File: src/logic/softmax_pkg.sv
// Row constants and types for the integer softmax unit
// Rows are fixed at RowLen scores. Scores are signed 8-bit and probabilities read 128 for 1.0
package softmax_pkg;

  localparam int NumLanes       = 4;
  localparam int RowLen         = 16;
  localparam int BeatsPerRow    = RowLen / NumLanes;
  localparam int RecipNumerator = 1 << 15;
  localparam int DivIters       = 16;

  typedef logic signed [7:0]              score_t;
  typedef logic [NumLanes*8-1:0]          score_beat_t;
  typedef logic [3:0]                     shift_t;
  typedef logic [15:0]                    sum_t;
  typedef logic [15:0]                    recip_t;
  typedef logic [7:0]                     prob_t;
  typedef logic [NumLanes*8-1:0]          prob_beat_t;
  typedef logic [$clog2(BeatsPerRow)-1:0] beat_idx_t;
  typedef logic [4:0]                     seq_len_t;

  typedef enum logic [1:0] {
    StIdle,
    StAccum,
    StDivide,
    StStream
  } ctrl_state_e;

  // Base-2 exponent shift: diff/32, rounded up when bit 4 is set
  function automatic shift_t exp_shift(input logic [7:0] diff);
    logic [4:0] sh;
    sh = {2'b00, diff[7:5]} + {4'b0000, diff[4]};
    return (sh > 5'd15) ? 4'hF : sh[3:0];
  endfunction

endpackage
File: src/logic/softmax_top.sv
// Row softmax unit: the row is sent twice, once to accumulate, once to stream
// seq_len_i is latched with start_i and must be 1 to RowLen
`timescale 1ns/100ps

module softmax_top (
  input  logic                     clk_i,
  input  logic                     rst_ni,
  input  logic                     start_i,
  input  softmax_pkg::seq_len_t    seq_len_i,
  input  logic                     score_valid_i,
  input  softmax_pkg::score_beat_t score_i,
  output logic                     accept_o,
  output logic                     prob_valid_o,
  output logic                     done_o,
  output softmax_pkg::prob_beat_t  prob_o
);

  logic                   beat_en, row_clear, acc_en, div_start, stream_en;
  logic                   last_beat, acc_done, div_done;
  softmax_pkg::beat_idx_t beat_idx;
  softmax_pkg::score_t    row_max;
  softmax_pkg::sum_t      row_sum;
  softmax_pkg::recip_t    recip;
  softmax_pkg::seq_len_t  seq_len_q;

  // row_clear is start_i qualified by Idle
  always_ff @(posedge clk_i or negedge rst_ni) begin
    if (!rst_ni) begin
      seq_len_q <= '0;
    end else if (row_clear) begin
      seq_len_q <= seq_len_i;
    end
  end

  softmax_ctrl u_ctrl (
    .clk_i        (clk_i),
    .rst_ni       (rst_ni),
    .start_i      (start_i),
    .score_valid_i(score_valid_i),
    .last_beat_i  (last_beat),
    .acc_done_i   (acc_done),
    .div_done_i   (div_done),
    .beat_en_o    (beat_en),
    .row_clear_o  (row_clear),
    .acc_en_o     (acc_en),
    .div_start_o  (div_start),
    .stream_en_o  (stream_en),
    .accept_o     (accept_o)
  );

  softmax_beat_counter u_beat_counter (
    .clk_i      (clk_i),
    .rst_ni     (rst_ni),
    .clear_i    (row_clear),
    .beat_en_i  (beat_en),
    .beat_idx_o (beat_idx),
    .last_beat_o(last_beat)
  );

  softmax_accum u_accum (
    .clk_i      (clk_i),
    .rst_ni     (rst_ni),
    .clear_i    (row_clear),
    .acc_en_i   (acc_en),
    .last_beat_i(last_beat),
    .score_i    (score_i),
    .beat_idx_i (beat_idx),
    .seq_len_i  (seq_len_q),
    .acc_done_o (acc_done),
    .row_max_o  (row_max),
    .row_sum_o  (row_sum)
  );

  softmax_divider u_divider (
    .clk_i     (clk_i),
    .rst_ni    (rst_ni),
    .start_i   (div_start),
    .divisor_i (row_sum),
    .done_o    (div_done),
    .quotient_o(recip)
  );

  softmax_stream u_stream (
    .clk_i       (clk_i),
    .rst_ni      (rst_ni),
    .stream_en_i (stream_en),
    .score_i     (score_i),
    .beat_idx_i  (beat_idx),
    .seq_len_i   (seq_len_q),
    .row_max_i   (row_max),
    .recip_i     (recip),
    .last_beat_i (last_beat),
    .prob_valid_o(prob_valid_o),
    .done_o      (done_o),
    .prob_o      (prob_o)
  );

endmodule

File: src/logic/softmax_stream.sv
// Output stage, one registered probability beat per accepted stream beat
// recip_i must stay below 256 so a shifted value fits one probability lane
`timescale 1ns/100ps

module softmax_stream (
  input  logic                     clk_i,
  input  logic                     rst_ni,
  input  logic                     stream_en_i,
  input  softmax_pkg::score_beat_t score_i,
  input  softmax_pkg::beat_idx_t   beat_idx_i,
  input  softmax_pkg::seq_len_t    seq_len_i,
  input  softmax_pkg::score_t      row_max_i,
  input  softmax_pkg::recip_t      recip_i,
  input  logic                     last_beat_i,
  output logic                     prob_valid_o,
  output logic                     done_o,
  output softmax_pkg::prob_beat_t  prob_o
);

  localparam int ScoreW = $bits(softmax_pkg::score_t);
  localparam int ProbW  = $bits(softmax_pkg::prob_t);
  localparam int Lanes  = softmax_pkg::NumLanes;

  softmax_pkg::score_t     lane_score;
  softmax_pkg::shift_t     lane_shift;
  softmax_pkg::prob_beat_t prob_d, prob_q;
  logic                    prob_valid_q, done_q;

  always_comb begin
    prob_d = '0;
    for (int i = 0; i < Lanes; i++) begin
      lane_score = softmax_pkg::score_t'(score_i[i*ScoreW +: ScoreW]);
      lane_shift = softmax_pkg::exp_shift(row_max_i - lane_score);
      // Masked columns stay at zero
      if ((int'(beat_idx_i) * Lanes + i) < int'(seq_len_i)) begin
        prob_d[i*ProbW +: ProbW] = softmax_pkg::prob_t'(recip_i >> lane_shift);
      end
    end
  end

  always_ff @(posedge clk_i or negedge rst_ni) begin
    if (!rst_ni) begin
      prob_valid_q <= 1'b0;
      done_q       <= 1'b0;
      prob_q       <= '0;
    end else begin
      prob_valid_q <= stream_en_i;
      done_q       <= stream_en_i && last_beat_i;
      if (stream_en_i) begin
        prob_q <= prob_d;
      end
    end
  end

  assign prob_valid_o = prob_valid_q;
  assign done_o       = done_q;
  assign prob_o       = prob_q;

endmodule

File: src/logic/softmax_divider.sv
// Restoring divider, RecipNumerator / divisor_i, one quotient bit per cycle
// done_o follows start_i by DivIters+1 cycles; divisor must be nonzero
`timescale 1ns/100ps

module softmax_divider (
  input  logic                clk_i,
  input  logic                rst_ni,
  input  logic                start_i,
  input  softmax_pkg::sum_t   divisor_i,
  output logic                done_o,
  output softmax_pkg::recip_t quotient_o
);

  localparam int CntW = $clog2(softmax_pkg::DivIters + 1);
  localparam int DivW = $bits(softmax_pkg::sum_t);
  localparam int NumW = $bits(softmax_pkg::recip_t);

  logic                busy_q, done_q;
  logic [CntW-1:0]     cnt_q;
  softmax_pkg::sum_t   divisor_q;
  softmax_pkg::recip_t num_q, quot_q;
  logic [DivW:0]       rem_q, rem_shift, rem_next;
  logic                take;

  always_comb begin
    rem_shift = {rem_q[DivW-1:0], num_q[NumW-1]};
    take      = rem_shift >= {1'b0, divisor_q};
    rem_next  = take ? (rem_shift - {1'b0, divisor_q}) : rem_shift;
  end

  always_ff @(posedge clk_i or negedge rst_ni) begin
    if (!rst_ni) begin
      busy_q <= 1'b0;
      done_q <= 1'b0;
      cnt_q  <= '0;
    end else begin
      done_q <= 1'b0;
      if (start_i) begin
        busy_q <= 1'b1;
        cnt_q  <= CntW'(softmax_pkg::DivIters);
      end else if (busy_q) begin
        cnt_q <= cnt_q - 1'b1;
        if (cnt_q == CntW'(1)) begin
          busy_q <= 1'b0;
          done_q <= 1'b1;
        end
      end
    end
  end

  always_ff @(posedge clk_i) begin
    if (start_i) begin
      divisor_q <= divisor_i;
      num_q     <= softmax_pkg::recip_t'(softmax_pkg::RecipNumerator);
      rem_q     <= '0;
      quot_q    <= '0;
    end else if (busy_q) begin
      num_q  <= num_q << 1;
      rem_q  <= rem_next;
      quot_q <= {quot_q[NumW-2:0], take};
    end
  end

  assign done_o     = done_q;
  assign quotient_o = quot_q;

endmodule

File: src/logic/softmax_accum.sv
// Running row maximum and rescaled exponential sum, two pipeline stages
// Lanes at or beyond seq_len_i are masked; lane 0 of beat 0 is assumed valid
`timescale 1ns/100ps

module softmax_accum (
  input  logic                     clk_i,
  input  logic                     rst_ni,
  input  logic                     clear_i,
  input  logic                     acc_en_i,
  input  logic                     last_beat_i,
  input  softmax_pkg::score_beat_t score_i,
  input  softmax_pkg::beat_idx_t   beat_idx_i,
  input  softmax_pkg::seq_len_t    seq_len_i,
  output logic                     acc_done_o,
  output softmax_pkg::score_t      row_max_o,
  output softmax_pkg::sum_t        row_sum_o
);

  localparam int ScoreW = $bits(softmax_pkg::score_t);
  localparam int Lanes  = softmax_pkg::NumLanes;
  localparam softmax_pkg::sum_t   ExpOne   = 16'd256;
  localparam softmax_pkg::score_t ScoreMin = 8'sh80;

  softmax_pkg::score_t      lane_score [Lanes];
  logic [Lanes-1:0]         lane_active;
  softmax_pkg::score_t      beat_max;
  softmax_pkg::score_t      max_d, max_q;
  logic                     first_q;

  softmax_pkg::score_beat_t s1_score_q;
  logic [Lanes-1:0]         s1_active_q;
  softmax_pkg::score_t      s1_prev_max_q;
  logic                     s1_valid_q, s1_last_q, s1_first_q;

  softmax_pkg::sum_t        sum_d, sum_q;
  logic                     acc_done_q;

  // Stage 1: mask lanes and fold the beat maximum into the running one
  always_comb begin
    beat_max = ScoreMin;
    for (int i = 0; i < Lanes; i++) begin
      lane_score[i]  = softmax_pkg::score_t'(score_i[i*ScoreW +: ScoreW]);
      lane_active[i] = (int'(beat_idx_i) * Lanes + i) < int'(seq_len_i);
      if (lane_active[i] && (lane_score[i] > beat_max)) begin
        beat_max = lane_score[i];
      end
    end
    max_d = (first_q || (beat_max > max_q)) ? beat_max : max_q;
  end

  always_ff @(posedge clk_i or negedge rst_ni) begin
    if (!rst_ni) begin
      first_q    <= 1'b1;
      s1_valid_q <= 1'b0;
      max_q      <= ScoreMin;
    end else begin
      s1_valid_q <= acc_en_i;
      if (clear_i) begin
        first_q <= 1'b1;
      end else if (acc_en_i) begin
        first_q <= 1'b0;
        max_q   <= max_d;
      end
    end
  end

  always_ff @(posedge clk_i) begin
    if (acc_en_i) begin
      s1_score_q    <= score_i;
      s1_active_q   <= lane_active;
      s1_prev_max_q <= max_q;
      s1_last_q     <= last_beat_i;
      s1_first_q    <= first_q;
    end
  end

  // Stage 2: max_q already holds this beat's new maximum here
  always_comb begin
    if (s1_first_q) begin
      sum_d = '0;
    end else begin
      sum_d = sum_q >> softmax_pkg::exp_shift(max_q - s1_prev_max_q);
    end
    for (int i = 0; i < Lanes; i++) begin
      if (s1_active_q[i]) begin
        sum_d = sum_d + (ExpOne >> softmax_pkg::exp_shift(max_q - s1_score_q[i*ScoreW +: ScoreW]));
      end
    end
  end

  always_ff @(posedge clk_i or negedge rst_ni) begin
    if (!rst_ni) begin
      sum_q      <= '0;
      acc_done_q <= 1'b0;
    end else begin
      acc_done_q <= s1_valid_q && s1_last_q;
      if (s1_valid_q) begin
        sum_q <= sum_d;
      end
    end
  end

  assign acc_done_o = acc_done_q;
  assign row_max_o  = max_q;
  assign row_sum_o  = sum_q;

endmodule

File: src/logic/softmax_beat_counter.sv
// Beat position within a row, wraps so both passes over the row share it
`timescale 1ns/100ps

module softmax_beat_counter (
  input  logic                   clk_i,
  input  logic                   rst_ni,
  input  logic                   clear_i,
  input  logic                   beat_en_i,
  output softmax_pkg::beat_idx_t beat_idx_o,
  output logic                   last_beat_o
);

  localparam softmax_pkg::beat_idx_t LastIdx =
      softmax_pkg::beat_idx_t'(softmax_pkg::BeatsPerRow - 1);

  softmax_pkg::beat_idx_t idx_q;

  always_ff @(posedge clk_i or negedge rst_ni) begin
    if (!rst_ni) begin
      idx_q <= '0;
    end else if (clear_i) begin
      idx_q <= '0;
    end else if (beat_en_i) begin
      if (idx_q == LastIdx) begin
        idx_q <= '0;
      end else begin
        idx_q <= idx_q + 1'b1;
      end
    end
  end

  assign beat_idx_o  = idx_q;
  assign last_beat_o = (idx_q == LastIdx);

endmodule

File: src/logic/softmax_ctrl.sv
// Phase controller: accumulate, divide, then stream the same row again
// start_i is only sampled in Idle; one row is in flight at a time
`timescale 1ns/100ps

module softmax_ctrl (
  input  logic clk_i,
  input  logic rst_ni,
  input  logic start_i,
  input  logic score_valid_i,
  input  logic last_beat_i,
  input  logic acc_done_i,
  input  logic div_done_i,
  output logic beat_en_o,
  output logic row_clear_o,
  output logic acc_en_o,
  output logic div_start_o,
  output logic stream_en_o,
  output logic accept_o
);

  softmax_pkg::ctrl_state_e state_q, state_d;

  assign accept_o    = (state_q == softmax_pkg::StAccum) || (state_q == softmax_pkg::StStream);
  assign beat_en_o   = score_valid_i && accept_o;
  assign row_clear_o = (state_q == softmax_pkg::StIdle) && start_i;
  assign acc_en_o    = beat_en_o && (state_q == softmax_pkg::StAccum);
  assign stream_en_o = beat_en_o && (state_q == softmax_pkg::StStream);

  // Sum of the last beat lands two cycles after it, we are already in Divide then
  assign div_start_o = (state_q == softmax_pkg::StDivide) && acc_done_i;

  always_comb begin
    state_d = state_q;
    case (state_q)
      softmax_pkg::StIdle: begin
        if (start_i) begin
          state_d = softmax_pkg::StAccum;
        end
      end
      softmax_pkg::StAccum: begin
        if (acc_en_o && last_beat_i) begin
          state_d = softmax_pkg::StDivide;
        end
      end
      softmax_pkg::StDivide: begin
        if (div_done_i) begin
          state_d = softmax_pkg::StStream;
        end
      end
      softmax_pkg::StStream: begin
        if (stream_en_o && last_beat_i) begin
          state_d = softmax_pkg::StIdle;
        end
      end
      default: begin
        state_d = softmax_pkg::StIdle;
      end
    endcase
  end

  always_ff @(posedge clk_i or negedge rst_ni) begin
    if (!rst_ni) begin
      state_q <= softmax_pkg::StIdle;
    end else begin
      state_q <= state_d;
    end
  end

endmodule

File: config.mk
export PLATFORM = sky130hd
export DESIGN_NAME = softmax_top
export DESIGN_NICKNAME = d
export VERILOG_FILES = /design/src/logic/softmax_pkg.sv /design/src/logic/softmax_top.sv /design/src/logic/softmax_stream.sv /design/src/logic/softmax_divider.sv /design/src/logic/softmax_accum.sv /design/src/logic/softmax_beat_counter.sv /design/src/logic/softmax_ctrl.sv
export SDC_FILE = /design/constraint.sdc
export NUM_CORES = 1
export LEC_CHECK = 0
export BUFFER_PORTS_ARGS = -buffer_cell sky130_fd_sc_hd__buf_2
export CORE_MARGIN = 1
export CORE_UTILIZATION = 60
export CTS_CLUSTER_DIAMETER = 60
export DETAILED_ROUTE_END_ITERATION = 12
export GPL_ROUTABILITY_DRIVEN = 0
export PLACE_DENSITY_LB_ADDON = 0.12
export SYNTH_ARGS = -nofsm -noshare
export SYNTH_HDL_FRONTEND = slang
export SYNTH_HIERARCHICAL = 1
export SYNTH_SLANG_ARGS = --single-unit
export TNS_END_PERCENT = 20
File: constraint.sdc
create_clock -name clk_i -period 12.5 [get_ports clk_i]
set_input_delay 0 -clock clk_i [delete_from_list [all_inputs] [get_ports clk_i]]
set_output_delay 0 -clock clk_i [all_outputs]
set_load 0.005 [all_outputs]
==> results by group <==
Synthesis
  • Post-synth ARST share: 0.448
  • Synth top area share: 0.126
  • YS warnings: 6
  • Post-synth EDFFs: 62
  • Syn_area_per_cell: between 8 and 9 sq um
  • Post-synth cell types: between 100 and 150
  • Top_reg_cell synth: dfrtp_1
  • Synthesized Nets: 2097
  • Synth Instances: approximately 1900
  • Post-synthesis register bit count: ~170
  • Synth area leaders: ha_1 (13%), dfrtp_1 (11%), edfxtp_1 (11%)
  • Register area share after synthesis: 0.266
  • Post-Syn Area: about 17000 sq um
  • Cell taking the most area after synthesis: ha_1

Detailed routing
  • Via count: around 14000
  • Wirelength per Cell: roughly 18 microns
  • Initial drt markers: approximately 1000
  • Drt via density: 6.16
  • ANT nets after route: 0
  • Wirelength, routed: ~43000 microns
  • DRT Pass-1 Iters: 6
  • DRC: 0

CTS
  • Max Buffers Root-to-Sink: 2
  • CTS root buf: clkbuf_16
  • H-tree depth: 4
  • TritonCTS clock tree: done
  • Post-cts sizing count: 0
  • Clock Sink Count: 172
  • TritonCTS buffer count: 17
  • Worst skew pair latency: 440 ps
  • Clock-pin slew on the worst setup and hold paths: about 70 ps

Final layout
  • Share of cells above drive strength 1: 0.118
  • Commonest non-fill, non-tap cell in the layout: nor2_1
  • Layout Nets: roughly 2200
  • Most frequent cells in the layout: nor2_1 (195), ha_1 (168), inv_1 (140), mux2i_1 (131), nand2_1 (118)
  • Fill cells: between 2000 and 2500
  • Syn-to-layout area delta: 9.90%
  • Diodes inserted: 0

Setup path
  • Critical path's slowest cell: ha_1
  • CP Data Required Time: about 13000 ps
  • CP delay by family, top: compound AO/OA/AOI/OAI gates
  • RR Endpoint: u_accum/row_sum_o[15]$_DFFE_PN0P_
  • CP max stage delay: around 800 ps
  • Worst R2R Start: u_accum/row_max_o[2]$_DFFE_PN0P_
  • FF-to-FF path depth: 36
  • Setup crit end kind: register
  • R2r setup slk: 2500 ps
  • Worst path depth: 36
  • Crit Path Class: reg -> reg
  • Max FO, Critical Path: 19
  • CP startpoint kind: register
  • Crit path DAT: 10320 ps
  • Crit path buffers/inverters: 1

Die
  • Full die area: 28500 sq um
  • IO Pins: 76
  • Core ar.: 27200 sq um
  • Rows: 60
  • Die height: between 150 and 200 microns
  • Initial core utilization: 0.615
  • Die W: 169 microns

Placed design
  • IO buf count: 75
  • Post-DP HPWL: between 30000 and 40000 microns

Timing
  • Clock Skews: about 8.6 ps
  • Setup TNS Final: 0 ps
  • Minimum clock period: about 10000 ps
  • Setup violations, final: 0
  • Peak Freq: between 100 and 150 MHz
  • Max Slew Vio Count: 0
  • Worst slew margin: 0.195
  • RSZ-0062 raised after global routing: false
  • Final Hold Fails: 0
  • Worst-Margin Slew: around 1200 ps
  • Fin crit share: 0.800

Global routing
  • Gr usage total: 0.306
  • Vias in the first global route: 14100
  • Initial antenna violation count: 2
  • Largest net degree at the start of global routing: 64
  • GRT Residual Overflow: 0
  • First-pass GRT wire length: just under 70000 microns

Worst hold path
  • Hold depth: 4
  • Hold Path Origin: start_i
  • WHS Endpoint: u_ctrl/state_q[0]$_DFFE_PN0P_
  • Hold Crit Class: in -> reg

Run
  • Max_cap viols: 0

Status
  • Status: finished, final reports clean
==> flip-flops by register name, indices dropped and copies added (netlist names) <==
register,count
u_divider/num_q,1
seq_len_q,5
u_accum/acc_done_o,1
u_accum/s1_first_q,1
u_divider/rem_q,16
u_stream/done_o,1
u_accum/first_q,1
u_accum/s1_prev_max_q,8
u_accum/s1_active_q,4
u_divider/divisor_q,16
u_divider/cnt_q,5
u_accum/row_max_o,8
u_stream/prob_o,32
u_divider/busy_q,1
u_ctrl/state_q,2
u_accum/row_sum_o,16
u_beat_counter/beat_idx_o,2
u_stream/prob_valid_o,1
u_accum/s1_last_q,1
u_accum/s1_valid_q,1
u_accum/s1_score_q,32
u_divider/quotient_o,16
u_divider/done_o,1
==> metrics by stage <==
| step | util | hold slack (ps) | instance area [sq um] | setup WS (ps) | instances |
|---|---|---|---|---|---|
| detailed placement | 0.637 | -134 | 17300 | 2630 | 2267 |
| global placement | 0.637 | -136 | 17300 | 2920 | 2267 |
| global route | 0.676 | 37.2 | 18400 | 1620 | 2338 |
| CTS | 0.676 | 1.85 | 18400 | 2580 | 2338 |
| floorplan | - | -296 | 16700 | 3410 | 1883 |
| finish | 0.676 | 16.0 | 18400 | 2500 | 2338 |
==> kinds of logic after synthesis <==
group,share of synthesized area
and+or+nand+nor,0.160
AOI/OAI and AO/OA,0.185
buffers and inverters,0.0524
muxes,0.134
adders and majority gates,0.132
DFF,0.266
xor gates and xnor gates,0.0705
==> repair_timing <==
action	in CTS	in global routing
setup buffers	0	0
hold buffers	39	0
endpoints found under the hold margin	94	0
endpoints found under the setup margin	0	0
==> worst reg2reg max path: cells and delay by family, from the launching register on <==
kind                       cells  cell delay (ps)
AOI/OAI and AO/OA             13             3310
DFF                            1              620
adders and majority gates      6             2510
xor gates and xnor gates       3              260
muxes                          6             1740
and+or+nand+nor                7             1260
buffers and inverters          1              180
==> routing by layer <==
layer | global-route usage | part of all wire | up-vias
met3 | 0.0444 | 0.055 | 102
met2 | 0.527 | 0.49 | 449
met5 | 0 | 0.00030 | -
met4 | 0.128 | 0.033 | 2
met1 | 0.382 | 0.43 | 6871
li1 | - | - | 6971
==> cells in the mapped netlist (9+ instances only) <==
master       n
a211oi_1    20
a21o_1      34
a21oi_1    112
a22oi_1     13
a31oi_1     17
and2_1      12
and3_1      13
clkbuf_1    52
dfrtp_1     75
dfxtp_1     33
edfxtp_1    62
ha_1       168
inv_1      140
mux2_2      54
mux2i_1    131
mux4_2      11
nand2_1    118
nand2b_1    45
nand3_1     24
nor2_1     195
nor2b_1     39
nor3_1      42
nor4_1       9
o211ai_1    12
o21a_1      22
o21ai_0     71
o21ai_1     12
o221ai_1    12
o22ai_1     11
o2bb2ai_1   15
o31ai_1     13
xnor2_1     75
xor2_1      39
==> worst max-delay path by stage <==
stage                                                start                           endpoint  slack [ps]
final                     u_accum/row_max_o[2]$_DFFE_PN0P_  u_accum/row_sum_o[15]$_DFFE_PN0P_        2500
after global routing      u_accum/row_max_o[2]$_DFFE_PN0P_  u_accum/row_sum_o[15]$_DFFE_PN0P_        1620
after CTS                 u_accum/row_max_o[2]$_DFFE_PN0P_  u_accum/row_sum_o[15]$_DFFE_PN0P_        2580
after detailed placement  u_accum/row_max_o[4]$_DFFE_PN0P_  u_accum/row_sum_o[15]$_DFFE_PN0P_        2630
after global placement    u_accum/row_max_o[2]$_DFFE_PN0P_  u_accum/row_sum_o[15]$_DFFE_PN0P_        2920
after floorplan                   seq_len_q[2]$_DFFE_PN0P_   u_accum/row_max_o[4]$_DFFE_PN0P_        3410
==> cell type report <==
type / count / area (sq um) / share of cell area
repair buffers: 126 / 858 / 0.0467
multi-input cells: 1493 / 11400 / 0.620
clock buffers: 19 / 475 / 0.0259
flip-flops and latches: 172 / 4450 / 0.242
clock inverters: 13 / 195 / 0.0106
inverters: 143 / 537 / 0.0292
well taps: 372 / 465 / 0.0253
Power is not shown: default switching activity piles up to over one toggle a cycle in this logic, so the estimate is an artifact.
